==> config.mk <==
export PLATFORM = sky130hd
export DESIGN_NAME = draw_engine
export DESIGN_NICKNAME = d
export VERILOG_FILES = /design/src/verilog/fb_pkg.sv /design/src/verilog/draw_engine.sv
export SDC_FILE = /design/constraint.sdc
export NUM_CORES = 1
export LEC_CHECK = 0
export ABC_AREA = 0
export BUFFER_PORTS_ARGS = -buffer_cell sky130_fd_sc_hd__buf_2
export CAP_MARGIN = 30
export CORE_AREA = 2 2 99 101
export DETAILED_ROUTE_END_ITERATION = 6
export DIE_AREA = 0 0 101 103
export PLACE_DENSITY = 0.55
export SYNTH_ARGS = -nofsm -noshare
export SYNTH_HDL_FRONTEND = slang
export SYNTH_SLANG_ARGS = --single-unit
export TNS_END_PERCENT = 100
==> constraint.sdc <==
create_clock -name clka -period 7.1 [get_ports clka]
set_input_delay 0.355 -clock clka [delete_from_list [all_inputs] [get_ports clka]]
set_output_delay 0.355 -clock clka [all_outputs]
set_load 0.05 [all_outputs]
==> src/verilog/fb_pkg.sv <==
`default_nettype none

package fb_pkg;

  ////////////////////////////////////////////////////////////////////
  // frame geometry
  ////////////////////////////////////////////////////////////////////

  localparam int fb_w     = 64;           // pixels per line
  localparam int fb_h     = 48;           // lines per frame
  localparam int fb_bytes = fb_w * fb_h * 3;  // r,g,b per pixel
  localparam int addr_w   = 14;           // covers fb_bytes
  localparam int x_w      = 6;
  localparam int y_w      = 6;

  // opcodes, 00 and 11 illegal
  localparam logic [1:0] op_plot = 2'b01;
  localparam logic [1:0] op_span = 2'b10;

  // power-up image, disk rule
  localparam int red_cx  = 32;
  localparam int red_cy  = 24;
  localparam int red_r2  = 75;
  localparam int cyan_cx = 52;
  localparam int cyan_cy = 34;
  localparam int cyan_r2 = 40;
  localparam int half_x  = 32;            // green left of this, blue right

  ////////////////////////////////////////////////////////////////////
  // types
  ////////////////////////////////////////////////////////////////////

  typedef struct packed {
    logic [7:0] r;
    logic [7:0] g;
    logic [7:0] b;
  } rgb_t;

  // one command word, two readings picked by op
  typedef union packed {
    struct packed {
      logic [1:0]     op;
      logic [x_w-1:0] x;
      logic [y_w-1:0] y;
      logic [5:0]     rsvd;   // ignored
      logic [3:0]     r_n;
      logic [3:0]     g_n;
      logic [3:0]     b_n;
    } plot;
    struct packed {
      logic [1:0]     op;
      logic [x_w-1:0] x0;
      logic [y_w-1:0] y;
      logic [x_w-1:0] len;    // pixels minus one
      logic [3:0]     r_n;
      logic [3:0]     g_n;
      logic [3:0]     b_n;
    } span;
  } cmd_word_u;

  // nibble repeated, n*17
  function automatic logic [7:0] nib_to_byte(input logic [3:0] n);
    return {n, n};
  endfunction

  // test image colour at (x,y)
  function automatic rgb_t test_pixel(input int x, input int y);
    rgb_t p;
    if ((x - red_cx) * (x - red_cx) + (y - red_cy) * (y - red_cy) <= red_r2)
      p = '{r: 8'hff, g: 8'h00, b: 8'h00};
    else if ((x - cyan_cx) * (x - cyan_cx) + (y - cyan_cy) * (y - cyan_cy) <= cyan_r2)
      p = '{r: 8'h00, g: 8'hff, b: 8'hff};
    else if (x < half_x)
      p = '{r: 8'h00, g: 8'hff, b: 8'h00};
    else
      p = '{r: 8'h00, g: 8'h00, b: 8'hff};
    return p;
  endfunction

endpackage

`default_nettype wire
==> src/verilog/draw_engine.sv <==
`timescale 1ns/1ps
`default_nettype none

module draw_engine import fb_pkg::*; (
  input  wire logic              clka,
  input  wire logic              rst,
  input  wire logic              go,
  input  wire logic              is_span,
  input  wire logic [x_w-1:0]    x0,
  input  wire logic [y_w-1:0]    y,
  input  wire logic [x_w-1:0]    len,
  input  wire rgb_t              color,
  output logic                   draw_done,
  output logic                   wr_en,
  output logic [addr_w-1:0]      wr_addr,
  output logic [7:0]             wr_data
);

  //////////////////////////////////////////////////////////////////////
  // span setup, computed once per command
  //////////////////////////////////////////////////////////////////////

  logic [addr_w-1:0] pix_idx;
  logic [addr_w-1:0] start_addr;
  logic [x_w:0]      span_px;   // requested pixels, 1..64
  logic [x_w:0]      edge_px;   // room left on the row
  logic [x_w:0]      n_px;

  assign pix_idx    = addr_w'(y) * addr_w'(fb_w) + addr_w'(x0);
  assign start_addr = pix_idx * addr_w'(3);             // red byte of first pixel
  assign span_px    = is_span ? ({1'b0, len} + 1'b1) : (x_w + 1)'(1);
  assign edge_px    = (x_w + 1)'(fb_w) - {1'b0, x0};
  assign n_px       = (span_px < edge_px) ? span_px : edge_px;  // clip, no wrap

  //////////////////////////////////////////////////////////////////////
  // byte stepping
  //////////////////////////////////////////////////////////////////////

  logic [1:0]   chan;       // 0 r, 1 g, 2 b
  logic [1:0]   chan_nx;
  logic [x_w:0] pix_left;   // pixels after the current one
  logic [7:0]   nx_byte;

  assign chan_nx = (chan == 2'd2) ? 2'd0 : chan + 2'd1;

  always_comb begin
    case (chan_nx)
      2'd0:    nx_byte = color.r;
      2'd1:    nx_byte = color.g;
      default: nx_byte = color.b;
    endcase
  end

  always_ff @(posedge clka) begin
    if (rst) begin
      wr_en     <= 1'b0;
      draw_done <= 1'b0;
      chan      <= 2'd0;
    end else begin
      draw_done <= 1'b0;
      if (go) begin
        wr_en <= 1'b1;    // first write next cycle
        chan  <= 2'd0;
      end else if (wr_en) begin
        if (chan == 2'd2 && pix_left == '0) begin
          wr_en <= 1'b0;  // last byte written this cycle
        end else begin
          chan <= chan_nx;
          // flag the last write as it goes out
          draw_done <= (chan == 2'd1) && (pix_left == '0);
        end
      end
    end
  end

  // address, data and pixel count
  always_ff @(posedge clka) begin
    if (go) begin
      wr_addr  <= start_addr;
      wr_data  <= color.r;
      pix_left <= n_px - 1'b1;
    end else if (wr_en) begin
      wr_addr <= wr_addr + 1'b1;   // bytes are contiguous along a row
      wr_data <= nx_byte;
      if (chan == 2'd2)
        pix_left <= pix_left - 1'b1;
    end
  end

  a_addr_range: assert property (@(posedge clka) disable iff (rst)
    wr_en |-> (wr_addr < addr_w'(fb_bytes)))
    else $error("write past end of frame");

  a_no_go_busy: assert property (@(posedge clka) disable iff (rst) go |-> !wr_en)
    else $error("go while drawing");

endmodule

`default_nettype wire

# Word-level counts from Yosys, hierarchy flattened
# Cells that the tools add are included.
# W data, S select, Z words.
# op_classes
n_addsub	7
multipliers	1
magnitude_cmp	1
n_eq_ne	3
mux	14
bitwise	2
reduce_logical	10
# ops
op	n
$mux W7	5
$mux W14	2
$mux W8	2
$pmux W8 S2	1
$add A14 B1 Y14 const B	1
$mul A13 B2 Y14 const B	1
$sub A7 B1 Y7 const B	2
$add A12 B6 Y13	1
$add A6 B1 Y7 const B	1
$logic_not A7 Y1	1
$lt A7 B7 Y1	1
$sub A7 B6 Y7 const A	1
$eq A2 B1 Y1 const B	2
$reduce_and A2 Y1	2
$reduce_bool A2 Y1	2
$reduce_or A4 Y1	1
$mux W1	3
$add A2 B1 Y2 const B	1
$eq A2 B2 Y1 const B	1
$logic_and A1 B1 Y1	2
$logic_not A2 Y1	1
$mux W2	1
$not A1 Y1	2
$reduce_or A2 Y1	1
# totals
reg_bits	33
input_bits	46

# Logic depth before layout (Yosys ltp)
# logic_depth
depth_word	6
mapped_depth	15

# Worst setup path before layout
# No wires, ideal clock.
# synth_path
path_kind	input to register
from	in x0[1]
to	reg pix_left[6] (data pin)
setup_ps	258
t_arrival_ps	2659
slack_ps	4183
stages	15
path_buffers	0
cell_sequence	inv_1 > ha_1 > nor2b_1 > nand2_1 > xnor2_1 > inv_1 > ha_1 > nand4_1 > and3_4 > o21ai_4 > a311o_1 > ha_1 > o211a_1 > nand4_1 > xnor2_1
# synth_between
elab_chain_len	5
# synth_lines
item	line	text
from (decl)	draw_engine.sv:9	input wire logic [x_w-1:0] x0,
$sub A7 B6 Y7 (*)	draw_engine.sv:32	assign edge_px = (x_w + 1)'(fb_w) - {1'b0, x0};
$lt A7 B7 Y1	draw_engine.sv:33	assign n_px = (span_px < edge_px) ? span_px : edge_px;
$mux W7 (*)	draw_engine.sv:33	
$sub A7 B1 Y7 (*)	draw_engine.sv:81	pix_left <= n_px - 1'b1;
$mux W7 (*)	draw_engine.sv:78	if (go) begin
to (signal assigned)	draw_engine.sv:81	
to (signal assigned)	draw_engine.sv:86	pix_left <= pix_left - 1'b1;
to (decl)	draw_engine.sv:41	logic [x_w:0] pix_left;
# Mark *: on every way between the ends. The rest lies on a longest branch, timed or not.
# A chain may end at the register's enable or synchronous reset.

# Final worst setup path
# layout_path
from	in x0[2]
to	reg pix_left[6] (data pin)
# The elaborated chain is that of the path after synthesis.

==> metrics.cfg <==
[clock_tree]
cts-root-buf = clkbuf_8
cts_tree = yes
ctsHoldBuffers = 0
clk_pin_slew_ps = 80
cts.sink_count = 33
ctsResizeCount = 0
htree_levels = 2
clk_latency_ps = 280
cts.path.max_buffers = 2
cts_buffers = 5
postCtsSetupBuffers = 0

[final_layout]
instances_no_fill = 477
diodes = 0
ff_latch_area_um2 = 951
nets = 436
fillers = 973
multiInputGateArea_um2 = 1710
area_delta_synth_final_pct = 21.2
drive_above_1_share_pct = 26.4

[hold_path]
holdCritPathClass = primary input to register

[placed_design]
routabilityCongestion = 0.786
port_buffers = 69
dpl.hpwl_mm = 5.18
dp_cells = 468

[die]
fp-row-count = 36
num_io_pins = 70
die-height_um = 103
die_x_um = 101
start_util_pct = 29.2
fp.coreArea_um2 = 9460
die_area_um2 = 10400

[yosys]
yosysSeqAreaShare_pct = 34.4
avgSynthCellArea_um2 = 9.46
synth_edf_count = 29
synthFlopType = edfxtp_1
yosysUniqueCellTypes = 53
synthCells = 292
synth_area_um2 = 2760
synth_seq_cells = 33
async_flop_share_pct = 0
syn_nets = 366
ys_warn_count = 0

[critical_path]
cp_cell_sequence = buf_2 -> inv_1 -> ha_1 -> nor2b_1 -> nand2_1 -> xnor2_1 -> inv_1 -> ha_1 -> nand4_2 -> o21ai_4 -> a311o_1 -> ha_1 -> o211a_1 -> nand4_1 -> xnor2_1
cpPeakStageDelay_ps = 340
critPathArrivalTime_ps = 3020
worstPathMaxFanout = 10
cp-end-kind = register
critPathKind = primary input to register
critPathLaunchType = primary input
cp_slowest_cell = o21ai_4
cpLargestDelayFamily = compound AO/OA/AOI/OAI gates
cp_common_cell = ha_1
cp_num_buf_inv = 3
critPathRequiredTime_ps = 7130

[global_route]
grt_pass1_wl_mm = 10.8
gr-total-overflow = 0
grt_max_degree = 41
grtUsageTotal_pct = 12.9
grt_pass1_vias = 2290
antenna_found_initial = 0

[pwr]
peakVddDrop_mv = 0.0701
leakage_nw = 1.44
p_per_area_nw_per_um2 = 206

[sta]
rsz0062_at_grt = no
fin_skew_ps = 10.3
worstMarginPinSlew_ps = 693
hold_viol_final = 0
fmax_ghz = 0.334
setup_violations = 0
min_period_ps = 2990
relSlewSlack_pct = 53.3
tns_ps = 0
maxSlewViolCount = 0
post-route-period-util_pct = 42.1

[routing]
ant_nets = 0
firstDrtPassIters = 4
route.detailed.drc = 0
routed_wl_mm = 6.53
drt_iter0_markers = 91
wl_per_cell_um = 13.7
vias = 2375
viasPerCell = 4.98

[run]
drv_cap = 0

[status]
outcome = completed

cells by family (layout without fill, tap and decap cells):
group,Yosys count,in the layout,share of synthesized area (%)
AND/OR/NAND/NOR,97,97,17.2
AO/OA/AOI/OAI,63,63,16.0
flip-flops,33,33,34.4
XOR/XNOR,32,32,10.1
adder cells (fa/ha/maj),28,28,13.0
buffers and inverters,26,97,3.62
multiplexers,13,13,5.57
metal layers:
metal / vias to the layer above / global-route usage, % / part of all wire (%)
li1: 1198 / - / -
met1: 1094 / 17.1 / 47
met2: 79 / 22.1 / 46
met3: 4 / 2.37 / 5.5
met4: 0 / 2.60 / 0.64
met5: - / 0 / 0
worst reg2reg max path, delay by kind of cell, from the launching register on:
kind,cells,cell delay (ps)
AOI/OAI and AO/OA,2,310
xor gates and xnor gates,1,200
adders and majority gates,1,250
DFF,1,410
and+or+nand+nor,3,780
registers in the layout (all words and copies together) (netlist names):
| signal | flops |
|---|---|
| wr_data | 8 |
| draw_done | 1 |
| wr_en | 1 |
| pix_left | 7 |
| chan | 2 |
| wr_addr | 14 |
layout by cell type, fill, tap and decap left out, drive strengths merged, types with 5 or more instances in the layout:
cell type	count
nor4	7
buf	71
a21oi	18
edfxtp	29
xor2	16
nor3	8
nand3	9
mux2i	10
nand4	5
xnor2	16
nand2	33
o21ai	18
ha	27
nor2	21
a21o	5
clkbuf	6
inv	18
synth_stat cells (2+ instances only):
library cell,instances,area (µm²)
a21o_1,5,37.5
nor3_1,8,40.0
a221oi_2,2,30.0
a21oi_1,16,80.1
edfxtp_1,29,871
xnor2_1,16,140
nand2_1,33,124
o21ai_0,15,75.1
nand2b_1,2,12.5
o211a_1,2,20.0
or3_1,2,12.5
a31oi_1,2,12.5
inv_1,18,67.6
o21a_1,3,22.5
dfxtp_1,4,80.1
nand4_1,4,25.0
mux2i_1,9,90.1
nand3_1,9,45.0
mux2_4,2,30.0
clkbuf_1,5,18.8
ha_1,27,338
nor2b_1,3,18.8
xor2_1,16,140
a211oi_1,3,22.5
nor2_1,21,78.8
nor4_1,7,43.8
o21ai_1,2,10.0
buf_2,2,10.0
where the power goes:
part | internal [mW] | switching, mW
logic | 0.0885 | 0.158
registers | 0.245 | 0.0228
clock network | 0.104 | 0.0696
worst paths after layout:
check                   from          end  slack [ps]  cells after the start
setup reg to reg  wr_addr[1]  wr_addr[12]        4990                      7
hold / removal           rst      chan[0]         280                      2
setup / recovery       x0[2]  pix_left[6]        4110                     15
hold reg to reg      chan[1]      chan[1]         550                      2
layout make-up:
cell class | instances | area share, %
clock buffer | 6 | 2.17
clock inverter | 2 | 1.05
inverter | 18 | 2.02
multi-input combinational | 233 | 51.1
sequential | 33 | 28.4
tap | 114 | 4.26
timing repair buffer | 71 | 11.0
stage by stage:
stage	utilization (%)	hold WS, ps	power (mW)	setup WS [ps]	cell area, µm²
floorplan	-	427	0.454	4180	2760
global placement	34.1	511	0.516	3880	3220
detailed placement	34.1	536	0.520	3790	3220
CTS	35.2	269	0.697	4100	3330
global route	35.4	266	0.733	3910	3350
finish	35.4	278	0.689	4110	3350
No activity file was read; power rests on OpenSTA's default activity.
