### src/verilog/fb_pkg.sv
`default_nettype none

package fb_pkg;

  ////////////////////////////////////////////////////////////////////
  // frame geometry
  ////////////////////////////////////////////////////////////////////

  localparam int fb_w     = 64;           // pixels per line
  localparam int fb_h     = 48;           // lines per frame
  localparam int fb_bytes = fb_w * fb_h * 3;  // r,g,b per pixel
  localparam int addr_w   = 14;           // covers fb_bytes
  localparam int x_w      = 6;
  localparam int y_w      = 6;

  // opcodes, 00 and 11 illegal
  localparam logic [1:0] op_plot = 2'b01;
  localparam logic [1:0] op_span = 2'b10;

  // power-up image, disk rule
  localparam int red_cx  = 32;
  localparam int red_cy  = 24;
  localparam int red_r2  = 75;
  localparam int cyan_cx = 52;
  localparam int cyan_cy = 34;
  localparam int cyan_r2 = 40;
  localparam int half_x  = 32;            // green left of this, blue right

  ////////////////////////////////////////////////////////////////////
  // types
  ////////////////////////////////////////////////////////////////////

  typedef struct packed {
    logic [7:0] r;
    logic [7:0] g;
    logic [7:0] b;
  } rgb_t;

  // one command word, two readings picked by op
  typedef union packed {
    struct packed {
      logic [1:0]     op;
      logic [x_w-1:0] x;
      logic [y_w-1:0] y;
      logic [5:0]     rsvd;   // ignored
      logic [3:0]     r_n;
      logic [3:0]     g_n;
      logic [3:0]     b_n;
    } plot;
    struct packed {
      logic [1:0]     op;
      logic [x_w-1:0] x0;
      logic [y_w-1:0] y;
      logic [x_w-1:0] len;    // pixels minus one
      logic [3:0]     r_n;
      logic [3:0]     g_n;
      logic [3:0]     b_n;
    } span;
  } cmd_word_u;

  // nibble repeated, n*17
  function automatic logic [7:0] nib_to_byte(input logic [3:0] n);
    return {n, n};
  endfunction

  // test image colour at (x,y)
  function automatic rgb_t test_pixel(input int x, input int y);
    rgb_t p;
    if ((x - red_cx) * (x - red_cx) + (y - red_cy) * (y - red_cy) <= red_r2)
      p = '{r: 8'hff, g: 8'h00, b: 8'h00};
    else if ((x - cyan_cx) * (x - cyan_cx) + (y - cyan_cy) * (y - cyan_cy) <= cyan_r2)
      p = '{r: 8'h00, g: 8'hff, b: 8'hff};
    else if (x < half_x)
      p = '{r: 8'h00, g: 8'hff, b: 8'h00};
    else
      p = '{r: 8'h00, g: 8'h00, b: 8'hff};
    return p;
  endfunction

endpackage

`default_nettype wire
### src/verilog/cmd_decode.sv
`timescale 1ns/1ps
`default_nettype none

module cmd_decode import fb_pkg::*; (
  input  wire logic           clka,
  input  wire logic           rst,
  input  wire logic           cmd_valid,
  input  wire cmd_word_u      cmd_word,
  input  wire logic           draw_done,
  output logic                busy,
  output logic                cmd_error,
  output logic                go,
  output logic                is_span,
  output logic [x_w-1:0]      x0,
  output logic [y_w-1:0]      y,
  output logic [x_w-1:0]      len,
  output rgb_t                color
);

  logic accept;  // idle and strobed
  logic legal;

  assign accept = cmd_valid && !busy;
  assign legal  = (cmd_word.plot.op == op_plot) || (cmd_word.plot.op == op_span);

  // control
  always_ff @(posedge clka) begin
    if (rst) begin
      busy      <= 1'b0;
      go        <= 1'b0;
      cmd_error <= 1'b0;
    end else begin
      go        <= 1'b0;
      cmd_error <= 1'b0;
      if (draw_done)
        busy <= 1'b0;   // free again next cycle
      if (accept) begin
        if (legal) begin
          go   <= 1'b1;
          busy <= 1'b1;
        end else begin
          cmd_error <= 1'b1;  // nothing drawn and busy untouched
        end
      end
    end
  end

  // command fields held while busy
  always_ff @(posedge clka) begin
    if (accept && legal) begin
      if (cmd_word.span.op == op_span) begin
        is_span <= 1'b1;
        x0      <= cmd_word.span.x0;
        y       <= cmd_word.span.y;
        len     <= cmd_word.span.len;
        color   <= '{r: nib_to_byte(cmd_word.span.r_n),
                     g: nib_to_byte(cmd_word.span.g_n),
                     b: nib_to_byte(cmd_word.span.b_n)};
      end else begin
        is_span <= 1'b0;
        x0      <= cmd_word.plot.x;
        y       <= cmd_word.plot.y;
        len     <= '0;              // single pixel
        color   <= '{r: nib_to_byte(cmd_word.plot.r_n),
                     g: nib_to_byte(cmd_word.plot.g_n),
                     b: nib_to_byte(cmd_word.plot.b_n)};
      end
    end
  end

  // the engine only finishes a command that was accepted
  a_done_busy: assert property (@(posedge clka) disable iff (rst) draw_done |-> busy)
    else $error("draw_done while idle");

endmodule

`default_nettype wire

### config.mk
export PLATFORM = sky130hd
export DESIGN_NAME = cmd_decode
export DESIGN_NICKNAME = d
export VERILOG_FILES = /design/src/verilog/fb_pkg.sv /design/src/verilog/cmd_decode.sv
export SDC_FILE = /design/constraint.sdc
export NUM_CORES = 1
export LEC_CHECK = 0
export BUFFER_PORTS_ARGS = -buffer_cell sky130_fd_sc_hd__buf_2
export CAP_MARGIN = 20
export CORE_MARGIN = 2
export CORE_UTILIZATION = 45
export CTS_BUF_LIST = sky130_fd_sc_hd__clkbuf_4
export DETAILED_ROUTE_END_ITERATION = 10
export PLACE_DENSITY = 0.91
export SLEW_MARGIN = 20
export SYNTH_ARGS = -nofsm -noshare
export SYNTH_HDL_FRONTEND = slang
export SYNTH_SLANG_ARGS = --single-unit
### constraint.sdc
create_clock -name clka -period 4.4 [get_ports clka]
set_clock_uncertainty 0.15 [all_clocks]
set_input_delay 0 -clock clka [delete_from_list [all_inputs] [get_ports clka]]
set_output_delay 0 -clock clka [all_outputs]
set_load 0.03 [all_outputs]
# After elaboration in Yosys (flattened, before gate mapping)
# Cells that the tools add are included.
[word_totals] inputBits=36 output_inout_bits=46 regBits=46
[op_classes] bitwise=1 eq_ne=2 n_mux=6 reduce_logical=5
[ops] cell="2-to-1 mux 1 bit" count=6
[ops] cell="equality test 2 x 1 -> 1 bit (second input constant)" count=1
[ops] cell="equality test 2 bit (second input constant)" count=1
[ops] cell="logical AND 1 bit" count=2
[ops] cell="OR reduction 2 bit" count=1
[ops] cell="logical NOT 1 bit" count=1
[ops] cell="logical OR 1 bit" count=1
[ops] cell="NOT 1 bit" count=1

# Logic depth before layout (Yosys ltp)
[depth] depth_word=4 ltp_mapped=4 depth_no_buf=4

# Worst setup path before layout
# No wires, ideal clock.
[synth_timing] path_type="register to register" start="register busy" end="register color[11] (netlist bit) (enable)" arrival_ns=1.492 setup_time_ns=0.386 n_path_buf=0 period_less_slack_ns=2.027 path_stages_with_launch=3 t_required_ns=3.864 path_slack_ns=2.373 cell_sequence="dfxtp_1 > or3b_1 > inv_1"
[synth_via] elab_chain_len=3
[synth_rtl] item="from (decl)" line_no="cmd_decode.sv:10" text="output logic busy,"
[synth_rtl] item="from (signal assigned)" line_no="cmd_decode.sv:29" text="busy <= 1'b0;"
[synth_rtl] item="from (signal assigned)" line_no="cmd_decode.sv:36" text="busy <= 1'b0;"
[synth_rtl] item="from (signal assigned)" line_no="cmd_decode.sv:40" text="busy <= 1'b1;"
[synth_rtl] item="logical NOT 1 bit" line_no="cmd_decode.sv:23" text="assign accept = cmd_valid && !busy;"
[synth_rtl] item="logical AND 1 bit" line_no="cmd_decode.sv:23"
[synth_rtl] item="logical AND 1 bit" line_no="cmd_decode.sv:50" text="if (accept && legal) begin"
[synth_rtl] item="to (signal assigned)" line_no="cmd_decode.sv:56" text="color <= '{r: nib_to_byte(cmd_word.span.r_n),"
[synth_rtl] item="to (signal assigned)" line_no="cmd_decode.sv:64" text="color <= '{r: nib_to_byte(cmd_word.plot.r_n),"
[synth_rtl] item="to (decl)" line_no="cmd_decode.sv:17" text="output rgb_t color"
# Every way passes these cells.
# A chain may end at the register's enable or synchronous reset.

# Worst setup path in the final report
[layout_timing] start="input port cmd_word[31] (netlist bit)" end="register color[6] (netlist bit) (enable)"
[layout_via] elab_chain_len=3 elab_cells_between_ends=4 cone_classes="eq/ne (2); reduce/logical (2)"
[layout_rtl] item="from (decl)" line_no="cmd_decode.sv:8" text="input wire cmd_word_u cmd_word,"
[layout_rtl] item="equality test 2 x 1 -> 1 bit / equality test 2 bit (equally long branches)" line_no="cmd_decode.sv:24" text="assign legal = (cmd_word.plot.op == op_plot) || (cmd_word.plot.op == op_span);"
[layout_rtl] item="logical OR 1 bit *" line_no="cmd_decode.sv:24"
[layout_rtl] item="logical AND 1 bit *" line_no="cmd_decode.sv:50"
# Every way passes the cells marked *; elsewhere a longest branch is shown, timed or not.

==> impl_metrics.json <==
{
  "slew_violations": 0,
  "synth_commonest_cells": "edfxtp_1 (31), buf_4 (12), and2_1 (6), dfxtp_1 (3), inv_1 (2)",
  "synth_most_common_cell": "edfxtp_1",
  "reg2regPathDepth": 2,
  "netlist_area_sq_um": 1180,
  "post-route-cell-area_sq_um": 1940,
  "gp_congestion": 0.671,
  "path_class": "input port to flip-flop",
  "vias_per_cell": 4.43,
  "ant_nets": 0,
  "ys_seq_elements": 34,
  "synth_edf_count": 31,
  "cts_buffer_depth": 2,
  "power.density_nw_per_um2": 345,
  "pin_count": 82,
  "setup_tns_ps": 0,
  "portBuffers": 81,
  "seqPwrFrac_pct": 57.0,
  "timing.final.ws_setup_ps": 2360,
  "area.growth.synth_to_final_pct": 64.2,
  "hold_violations": 0,
  "worstPathArrival_ps": 1850,
  "numCtsBuffers": 5,
  "place_area_sq_um": 1530,
  "grt_usage_pct": 20.2,
  "coreArea_sq_um": 2480,
  "synth_area_leaders": "edfxtp_1 (79%), buf_4 (7.6%), dfxtp_1 (5.1%)",
  "numClockSinks": 34,
  "multi_input_area_sq_um": 91.3,
  "reg2reg_slack_ps": 2600,
  "drtPass1Iterations": 4,
  "p_leak_uw": 0.000871,
  "rsz0062_at_grt": "false",
  "setup_viol": 0,
  "p_total_uw": 667,
  "synthDistinctLibCells": 11,
  "worst_ep_required_time_ps": 4210,
  "num_vias": 895,
  "ys.warnings.count": 0,
  "initialDrtViolationCount": 12,
  "rr_endpoint": "color[6]$_DFFE_PP_",
  "cts_root_buf": "clkbuf_4",
  "syn_inst": 60,
  "nNetsFinal": 208,
  "fmax_mhz": 489,
  "startpoint_type": "input port",
  "slew_headroom_pct": 59.0,
  "layout-drive-gt1-share_pct": 52.9,
  "cp_max_fo": 31,
  "p_sw_uw": 177,
  "cts-htree-levels": 2,
  "maxCapViolations": 0,
  "drt_wl_total_mm": 2.86,
  "overflow": 0,
  "yosysSeqAreaShare_pct": 84.0,
  "hp-class": "input port to flip-flop",
  "start_util_pct": 47.6,
  "synthesis.nets": 97,
  "pwr-share-clk_pct": 24.2,
  "timing.rr.start": "busy$_SDFF_PP0_",
  "netlist.area_leader.share_pct": 78.9,
  "n_antenna_cell": 0,
  "outcome": "finished clean",
  "pre_cts_slack_ps": 2180,
  "wire_per_inst_um": 14.2,
  "worst_setup_path_end_kind": "flip-flop",
  "worstMarginPinSlew_ps": 614,
  "synthFlopType": "edfxtp_1",
  "antenna_found_initial": 0,
  "rows": 18,
  "cts_tree": "yes",
  "fin_crit_sh_pct": 46.4,
  "grt_pass1_wl_mm": 4.53,
  "internal_power_uw": 491,
  "grt_pass1_vias": 938,
  "seqCellArea_sq_um": 991,
  "avgSynthCellArea_sq_um": 19.7,
  "insertion_delay_ps": 320,
  "crit_end": "color[6]$_DFFE_PP_",
  "fin_crit_ps": 2040,
  "drc_errors": 0,
  "dp.cells": 159,
  "instances_no_fill": 202,
  "fillCellCount": 140,
  "swShare_pct": 26.5,
  "pwr-share-comb_pct": 18.8,
  "synth_top_cell_by_area": "edfxtp_1",
  "die_area_sq_um": 3050,
  "ir_worst_vdd_v": 0.000313,
  "startpoint": "cmd_word[31]",
  "hpwlAfterDp_mm": 1.53,
  "dieHeight_um": 55.2,
  "die_w_um": 55.2,
  "grt_max_degree": 32,
  "clkTransAtPathRegs_ps": 100,
  "async_flop_share_pct": 0
}
==> state kept, by name, summed over array words and instances, names as in the netlist <==
register / flops
color: 12
len: 6
x0: 6
y: 6
busy: 1
cmd_error: 1
go: 1
is_span: 1
==> stage by stage <==
stage                     utilization, %  hold WS (ps)
after floorplan                        -         -87.6
after global placement              61.9          26.3
after detailed placement            61.9          28.1
after CTS                           78.2          30.7
after global routing                78.2          30.0
final                               78.2          49.0
==> worst max-delay path: stages <==
cell,delay [ps]
dlygate4sd3_1,540
buf_2,130
ha_1,280
or3b_1,410
inv_2,480
==> how the worst min path moves through the flow <==
stage,from,end,slack [ps],depth (start not counted)
CTS,cmd_word[30],cmd_error$_SDFF_PP0_,30,4
detailed placement,cmd_word[23],y[5]$_DFFE_PP_,30,1
floorplan,rst,busy$_SDFF_PP0_,-90,1
finish,cmd_word[30],cmd_error$_SDFF_PP0_,50,4
global route,cmd_word[30],cmd_error$_SDFF_PP0_,30,4
global placement,cmd_word[21],y[3]$_DFFE_PP_,30,1
==> layout make-up <==
cell class | count | area share, %
Timing Repair Buffer | 116 | 39.0
Clock inverter | 2 | 0.452
Inverter | 2 | 0.388
Sequential cell | 34 | 51.2
Tap cell | 30 | 1.94
Clock buffer | 6 | 2.33
Multi-Input combinational cell | 12 | 4.72
==> placed cells by master (no fill, tap or decap) <==
cell type      count
a21oi_2            1
clkinv_1           1
clkinv_2           1
inv_1              1
dfxtp_1            3
and2_1             6
and4bb_2           1
dlygate4sd3_1     35
buf_2             81
nor2_1             1
inv_2              1
edfxtp_1          31
ha_1               1
or3b_1             1
or2b_1             1
clkbuf_4           6
==> timing repair <==
item | in CTS | in global routing
resized for setup | 0 | 0
endpoints found under the hold margin | 34 | 0
hold buffers | 35 | 0
setup buffers | 0 | 0
==> power by group through the flow <==
| stage | combinational (uW) | sequential, uW | clock, uW |
|---|---|---|---|
| 2_1_floorplan | 32.3 | 423 | 0 |
| 3_3_place_gp | 97.5 | 386 | 0 |
| 3_5_place_dp | 99.3 | 387 | 0 |
| 4_1_cts | 124 | 380 | 168 |
| 5_1_grt | 132 | 382 | 180 |
| 6_report | 126 | 380 | 161 |
==> routing by layer <==
metal / GRT usage, % / part of all wire (%) / up-vias / wire [um]
li1: - / - / 426 / -
met3: 8.67 / 9.6 / 2 / 275
met1: 21.5 / 37 / 411 / 1070
met5: 0 / 0 / - / 0
met4: 7.32 / 0.59 / 0 / 17
met2: 35.4 / 52 / 56 / 1500
==> cells by family (layout without fill, tap and decap cells) <==
family,after synthesis,in the layout,synth area share (%)
flops,34,34,84.0
buf+inv,14,126,8.27
compound gates,1,1,0.742
simple gates,10,10,5.94
fa+ha+maj,1,1,1.06
Note: power is estimated with default switching activity, not from simulation.
