`config.mk`:
```
export PLATFORM = sky130hd
export DESIGN_NAME = scan_out
export DESIGN_NICKNAME = d
export VERILOG_FILES = /design/src/verilog/fb_pkg.sv /design/src/verilog/scan_out.sv
export SDC_FILE = /design/constraint.sdc
export NUM_CORES = 1
export LEC_CHECK = 0
export BUFFER_PORTS_ARGS = -buffer_cell sky130_fd_sc_hd__buf_2
export CORE_MARGIN = 2
export CORE_UTILIZATION = 40
export DETAILED_ROUTE_END_ITERATION = 6
export RECOVER_POWER = 100
export SYNTH_ARGS = -nofsm -noshare
export SYNTH_HDL_FRONTEND = slang
export SYNTH_SLANG_ARGS = --single-unit
```
`constraint.sdc`:
```
create_clock -name clka -period 7.35 [get_ports clka]
set_input_delay 0.3675 -clock clka [delete_from_list [all_inputs] [get_ports clka]]
set_output_delay 0.3675 -clock clka [all_outputs]
set_load 0.05 [all_outputs]
```
`src/verilog/fb_pkg.sv`:
```
`default_nettype none

package fb_pkg;

  ////////////////////////////////////////////////////////////////////
  // frame geometry
  ////////////////////////////////////////////////////////////////////

  localparam int fb_w     = 64;           // pixels per line
  localparam int fb_h     = 48;           // lines per frame
  localparam int fb_bytes = fb_w * fb_h * 3;  // r,g,b per pixel
  localparam int addr_w   = 14;           // covers fb_bytes
  localparam int x_w      = 6;
  localparam int y_w      = 6;

  // opcodes, 00 and 11 illegal
  localparam logic [1:0] op_plot = 2'b01;
  localparam logic [1:0] op_span = 2'b10;

  // power-up image, disk rule
  localparam int red_cx  = 32;
  localparam int red_cy  = 24;
  localparam int red_r2  = 75;
  localparam int cyan_cx = 52;
  localparam int cyan_cy = 34;
  localparam int cyan_r2 = 40;
  localparam int half_x  = 32;            // green left of this, blue right

  ////////////////////////////////////////////////////////////////////
  // types
  ////////////////////////////////////////////////////////////////////

  typedef struct packed {
    logic [7:0] r;
    logic [7:0] g;
    logic [7:0] b;
  } rgb_t;

  // one command word, two readings picked by op
  typedef union packed {
    struct packed {
      logic [1:0]     op;
      logic [x_w-1:0] x;
      logic [y_w-1:0] y;
      logic [5:0]     rsvd;   // ignored
      logic [3:0]     r_n;
      logic [3:0]     g_n;
      logic [3:0]     b_n;
    } plot;
    struct packed {
      logic [1:0]     op;
      logic [x_w-1:0] x0;
      logic [y_w-1:0] y;
      logic [x_w-1:0] len;    // pixels minus one
      logic [3:0]     r_n;
      logic [3:0]     g_n;
      logic [3:0]     b_n;
    } span;
  } cmd_word_u;

  // nibble repeated, n*17
  function automatic logic [7:0] nib_to_byte(input logic [3:0] n);
    return {n, n};
  endfunction

  // test image colour at (x,y)
  function automatic rgb_t test_pixel(input int x, input int y);
    rgb_t p;
    if ((x - red_cx) * (x - red_cx) + (y - red_cy) * (y - red_cy) <= red_r2)
      p = '{r: 8'hff, g: 8'h00, b: 8'h00};
    else if ((x - cyan_cx) * (x - cyan_cx) + (y - cyan_cy) * (y - cyan_cy) <= cyan_r2)
      p = '{r: 8'h00, g: 8'hff, b: 8'hff};
    else if (x < half_x)
      p = '{r: 8'h00, g: 8'hff, b: 8'h00};
    else
      p = '{r: 8'h00, g: 8'h00, b: 8'hff};
    return p;
  endfunction

endpackage

`default_nettype wire
```
`src/verilog/scan_out.sv`:
```
`timescale 1ns/1ps
`default_nettype none

module scan_out import fb_pkg::*; (
  input  wire logic          clka,
  input  wire logic          rst,
  input  wire logic          frame_start,
  input  wire logic [7:0]    rd_data,
  output logic [addr_w-1:0]  rd_addr,
  output logic               pix_valid,
  output logic [x_w-1:0]     pix_x,
  output logic [y_w-1:0]     pix_y,
  output rgb_t               pix_rgb,
  output logic               frame_done
);

  logic              scan_busy;   // start to frame_done
  logic              fetching;    // addresses 1..last going out
  logic [addr_w-1:0] addr_q;
  logic              start_ok;
  logic              rd_vld;      // rd_data valid this cycle
  logic [1:0]        ch;
  logic [7:0]        r_hold;
  logic [7:0]        g_hold;
  logic [x_w-1:0]    cx;
  logic [y_w-1:0]    cy;
  logic              last_px;

  assign start_ok = frame_start && !scan_busy;   // ignored mid-scan
  assign rd_addr  = fetching ? addr_q : '0;      // byte 0 sits ready when idle
  assign last_px  = (cx == x_w'(fb_w - 1)) && (cy == y_w'(fb_h - 1));

  //////////////////////////////////////////////////////////////////////
  // address side
  //////////////////////////////////////////////////////////////////////

  always_ff @(posedge clka) begin
    if (rst) begin
      fetching <= 1'b0;
      rd_vld   <= 1'b0;
    end else begin
      rd_vld <= start_ok || fetching;
      if (start_ok) begin
        fetching <= 1'b1;
        addr_q   <= addr_w'(1);    // byte 0 read in the start cycle
      end else if (fetching) begin
        addr_q <= addr_q + 1'b1;
        if (addr_q == addr_w'(fb_bytes - 1))
          fetching <= 1'b0;
      end
    end
  end

  //////////////////////////////////////////////////////////////////////
  // data side with three bytes per pixel
  //////////////////////////////////////////////////////////////////////

  always_ff @(posedge clka) begin
    if (rst) begin
      scan_busy  <= 1'b0;
      pix_valid  <= 1'b0;
      frame_done <= 1'b0;
      ch         <= 2'd0;
    end else begin
      pix_valid  <= 1'b0;
      frame_done <= 1'b0;
      if (start_ok) begin
        scan_busy <= 1'b1;
        ch        <= 2'd0;
        cx        <= '0;
        cy        <= '0;
      end else if (rd_vld) begin
        case (ch)
          2'd0: r_hold <= rd_data;
          2'd1: g_hold <= rd_data;
          default: begin
            pix_rgb    <= '{r: r_hold, g: g_hold, b: rd_data};
            pix_valid  <= 1'b1;
            pix_x      <= cx;
            pix_y      <= cy;
            frame_done <= last_px;
            if (last_px)
              scan_busy <= 1'b0;   // new start accepted from here
            if (cx == x_w'(fb_w - 1)) begin
              cx <= '0;
              cy <= cy + 1'b1;
            end else begin
              cx <= cx + 1'b1;
            end
          end
        endcase
        ch <= (ch == 2'd2) ? 2'd0 : ch + 2'd1;
      end
    end
  end

  a_pix_gap: assert property (@(posedge clka) disable iff (rst)
    pix_valid |-> !$past(pix_valid) && !$past(pix_valid, 2))
    else $error("pixels closer than three cycles");

endmodule

`default_nettype wire

```
=== Yosys cells after proc, flatten, opt, wreduce, memory -nomap -nowiden ===
Cells that the tools add are included.

* $add $sub $neg: 4
* Eq/ne operators: 6
* Mux-type cells: 17
* Bitwise operators: 4
* Reductions and logical operators: 20

{| class="wikitable"
|+ Operators by type and width
! operator !! number
|-
| 2-to-1 mux 6 bit || 6
|-
| 2-to-1 mux 14 bit || 2
|-
| AND reduction 4 bit || 4
|-
| adder 14 x 1 -> 14 bit (second input constant) || 1
|-
| equality test 14 bit (second input constant) || 1
|-
| adder 6 x 1 -> 6 bit (second input constant) || 2
|-
| equality test 6 bit (second input constant) || 2
|-
| 2-to-1 mux 1 bit || 8
|-
| nonzero test 2 bit || 4
|-
| AND reduction 3 bit || 2
|-
| OR reduction 5 bit || 1
|-
| inverter 1 bit || 4
|-
| OR reduction 2 bit || 2
|-
| OR reduction 3 bit || 1
|-
| adder 2 x 1 -> 2 bit (second input constant) || 1
|-
| equality test 2 x 1 -> 1 bit (second input constant) || 1
|-
| equality test 2 bit (second input constant) || 1
|-
| logical AND 1 bit || 2
|-
| zero test 2 bit || 1
|-
| 2-to-1 mux 2 bit || 1
|-
| inequality test 2 x 1 -> 1 bit (second input constant) || 1
|-
| AND reduction 2 bit || 1
|-
| zero test 1 bit || 1
|-
| logical OR 1 bit || 1
|}

* Bits in registers: 85

=== Logic depth before layout (Yosys ltp) ===
* Depth in word-level cells: 6
* Gate-level depth with buffers: 4
* Mapped depth without buffers: 4

=== Least setup slack after synthesis ===
Ideal clock, no wire load.

* Path kind: in2reg
* Start point: in frame_start
* End point: reg frame_done
* Library setup time: 0.076 ns
* Arrival time: 3.480 ns
* Slack: 3.795 ns
* Cell stages on the path: 3
* Cell sequence: nor2b_1 -> nor3_1 -> and3_1

* Longest elaborated chain between the ends: 2

{| class="wikitable"
|+ RTL lines
! element !! RTL line !! source
|-
| start: declaration || scan_out.sv:7 || <nowiki>input wire logic frame_start,</nowiki>
|-
| logical AND 1 bit || scan_out.sv:29 || <nowiki>assign start_ok = frame_start && !scan_busy;</nowiki>
|-
| OR reduction 5 bit (no line) || -- ||
|-
| end signal: assignment || scan_out.sv:81 || <nowiki>frame_done <= last_px;</nowiki>
|-
| end: declaration || scan_out.sv:14 || <nowiki>output logic frame_done</nowiki>
|}

Every way passes these cells.
A chain may end at the register's enable or synchronous reset.

=== Worst setup path in the final report ===
* Start point: reg rd_vld
* End point: reg pix_rgb[23] (netlist bit) (enable)

* Longest elaborated chain between the ends: 1

{| class="wikitable"
|+ RTL lines
! element !! RTL line !! source
|-
| start: declaration || scan_out.sv:21 || <nowiki>logic rd_vld;</nowiki>
|-
| start signal: assignment || scan_out.sv:42 || <nowiki>rd_vld <= start_ok || fetching;</nowiki>
|-
| AND reduction 4 bit (no line) || -- ||
|-
| end signal: assignment || scan_out.sv:77 || <nowiki>pix_rgb <= '{r: r_hold, g: g_hold, b: rd_data};</nowiki>
|-
| end: declaration || scan_out.sv:13 || <nowiki>output rgb_t pix_rgb,</nowiki>
|}

Every way passes these cells.

==> impl_metrics.yaml <==
status:
  status: "complete, but fails checks"
  violations: "max-capacitance violations, max-slew violations"
pwr:
  vdd_drop_max_uv: 111
  pwr-share-clk: 0.370
  leakage_nw: 1.22
  sw_frac_of_total: 0.226
  p_int_uw: 750
  p_seq_frac: 0.572
  comb_power_share: 0.058
  p_per_area_nw_per_um2: 251
  p_sw_uw: 219
synthesis:
  synth_fa_ha_area_frac: 0.0113
  synthSimpleGateAreaFrac: 0.147
  syn_nets: 233
  yosysWarnings: 0
  synth-xor-area-share: 0.0238
  synth_mux_area_frac: 0.0125
  ys_types: 39
  syn_area_um2: 3310
  ys_seq_elements: 85
  yosysSeqAreaShare: 0.750
  synth_compound_area_frac: 0.0420
  synth_top_family_by_area: "simple AND/OR/NAND/NOR gates"
  syn_area_per_cell_um2: 15.1
  syn-instance-count: 219
placement:
  io_buffers: 62
  dp_hpwl_um: 3780
  post_dp_cell_area_um2: 3750
  numPlacedInstances: 382
  place_congestion: 0.724
clock_tree:
  cts_made_buffers: 9
  clk_path_buf_depth: 2
  cts_hold_buf: 0
  cts_resized: 0
  worst_skew_pair.late_latency_ns: 0.35
  cts_setup_buffers: 0
  cts_tree: "yes"
  clock-root-buffer: "clkbuf_8"
  htree_levels: 3
  path_clk_slew_ns: 0.08
  cts_sinks: 85
sta:
  period_share: 0.457
  drv_slew: 36
  rsz0062_at_grt: "no"
  fin_skew_ns: 0.00719
  setup_tns_ns: 0
  worst_pin_slew_ns: 2.01
  setup_viol: 0
  slew_headroom: -0.352
  fmax_mhz: 298
  period_needed_ns: 3.36
  hold_viol: 0
  timing.hold.ws_ns: 0.245
layout:
  stdcell_area_um2: 3860
  multi_input_area_um2: 766
  synthToLayoutAreaGrowth_pct: 16.5
  nets: 302
  fill_cells: 766
  antennaDiodeCount: 0
  fin_cells: 398
  layout-drive-gt1-share: 0.0717
  final-seq-area_um2: 2480
die:
  die-area_um2: 9020
  start_util: 0.407
  core_area_um2: 8130
  io-pin-count: 63
  die_w_um: 95.0
  num_rows: 33
  die_h_um: 95.0
setup_path:
  critPathMaxFanout: 21
  path_buf_inv: 1
  cpPeakStageDelay_ns: 1.52
  startpoint_type: "flop"
  cp.arrival_ns: 3.33
  critPathSlowestCell: "nor3_1"
  cp_cell_sequence: "nand2_1 -> nor3_1 -> clkbuf_1"
  crit_family: "simple AND/OR/NAND/NOR gates"
  required_ns: 7.32
  end_kind: "flop"
  critical_path_class: "flop to flop"
detailed_routing:
  dr_total_vias: 1930
  drtAntennaViolNets: 0
  firstDrtPassIters: 4
  vias_per_cell: 4.85
  drc: 0
  wl_per_cell_um: 13.8
  drt_iter0_markers: 68
  routed_wl_um: 5500
job:
  drv_cap: 3
global_route:
  grt-ovfl-total: 0
  grt_pass1_wl_um: 8470
  antenna_found_initial: 0
  track_usage: 0.128
  grt_max_degree: 22
  grt_pass1_vias: 1770
min_path:
  hold_path_class: "input port to flop"
[state kept, by name, indices dropped and copies added, names as in the netlist]
| name | count |
|---|---|
| pix_y | 6 |
| pix_valid | 1 |
| r_hold | 8 |
| pix_rgb | 24 |
| rd_vld | 1 |
| fetching | 1 |
| pix_x | 6 |
| cy | 6 |
| ch | 2 |
| scan_busy | 1 |
| g_hold | 8 |
| addr_q | 14 |
| cx | 6 |
| frame_done | 1 |
[final timing paths]
kind / to / from / slack [ns] / cells after the start
worst min-delay path: pix_rgb[2]$_DFFE_PP_ / rd_data[2] / 0.25 / 1
worst max register to register: pix_rgb[23]$_DFFE_PP_ / rd_vld$_SDFF_PP0_ / 3.99 / 3
worst max-delay path: pix_rgb[23]$_DFFE_PP_ / rd_vld$_SDFF_PP0_ / 3.99 / 3
worst min register to register: pix_rgb[11]$_DFFE_PP_ / g_hold[3]$_DFFE_PP_ / 0.42 / 0
[per-layer routing]
layer | wire [um] | global-route usage | vias up
li1 | - | - | 961
met3 | 289 | 0.0351 | 10
met5 | 0 | 0 | -
met1 | 2450 | 0.161 | 913
met4 | 114 | 0.0725 | 0
met2 | 2650 | 0.201 | 46
[area by class of cell]
cell class,count,area share
flip-flops and latches,85,0.644
clock buffers,9,0.0321
inverters,3,0.00292
repair buffers,64,0.0629
multi-input cells,125,0.199
well taps,105,0.0341
clock inverters,7,0.0256
[kinds of logic after synthesis]
| family | after synthesis |
|---|---|
| mux | 4 |
| fa+ha+maj | 3 |
| buf+inv | 9 |
| xor+xnor | 9 |
| simple gates | 86 |
| compound gates | 23 |
| flops | 85 |
[worst register-to-register path, stage by stage, from the launching register on]
cell and delay [ns]:
dfxtp_1 0.40, nand2_1 0.12, nor3_1 1.52, clkbuf_1 0.93
[synth_stat cells (all sizes together)]
library cell / count / area share
inv: 3 / 0.0034
a31oi: 1 / 0.0019
nand4: 5 / 0.011
nand3: 10 / 0.018
a211oi: 1 / 0.0023
o31ai: 3 / 0.0068
o21ai: 6 / 0.0091
clkbuf: 4 / 0.0045
nand3b: 1 / 0.0023
a21oi: 8 / 0.012
ha: 3 / 0.011
xnor2: 3 / 0.0079
o21a: 1 / 0.0023
and2: 16 / 0.031
nor3: 4 / 0.0060
nor2b: 2 / 0.0038
buf: 2 / 0.0057
mux2: 1 / 0.0034
dfxtp: 7 / 0.042
o21bai: 1 / 0.0023
o31a: 1 / 0.0026
nor4b: 2 / 0.0053
edfxtp: 78 / 0.71
and3: 2 / 0.0038
nand2b: 6 / 0.011
a311oi: 1 / 0.0026
mux2i: 3 / 0.0091
or3: 5 / 0.010
nor4: 4 / 0.0076
nor3b: 1 / 0.0023
nand2: 10 / 0.011
or4: 2 / 0.0045
xor2: 6 / 0.016
nor2: 16 / 0.018
[metrics by stage]
step | util | worst slack, ns | power (mW)
after global placement | 0.461 | 4.95 | 0.624
after CTS | 0.488 | 5.07 | 0.981
after detailed placement | 0.461 | 4.90 | 0.626
after floorplan | - | 3.79 | 0.607
final | 0.474 | 3.99 | 0.970
after global routing | 0.474 | 3.62 | 1.01
[cell usage in the layout, fill, tap and decap left out, types with 4 or more instances in the layout]
cell | Yosys | routed
nor4_1 | 4 | 4
nor2_1 | 16 | 16
nand2b_1 | 6 | 6
nand2_1 | 10 | 10
clkbuf_8 | 0 | 9
clkbuf_1 | 4 | 62
o21ai_0 | 6 | 6
nand4_1 | 4 | 5
a21oi_1 | 8 | 8
nand3_1 | 8 | 10
nor3_1 | 4 | 4
xor2_1 | 6 | 6
and2_1 | 15 | 14
dfxtp_1 | 7 | 7
edfxtp_1 | 78 | 78
[power by group through the flow]
stage | logic [mW] | clock network (mW) | registers (mW)
6_report | 0.0567 | 0.359 | 0.554
5_1_grt | 0.0629 | 0.387 | 0.557
4_1_cts | 0.0605 | 0.366 | 0.555
3_5_place_dp | 0.0600 | 0 | 0.566
3_3_place_gp | 0.0586 | 0 | 0.566
2_1_floorplan | 0.0466 | 0 | 0.561
Note: power is estimated with default switching activity, not from simulation.
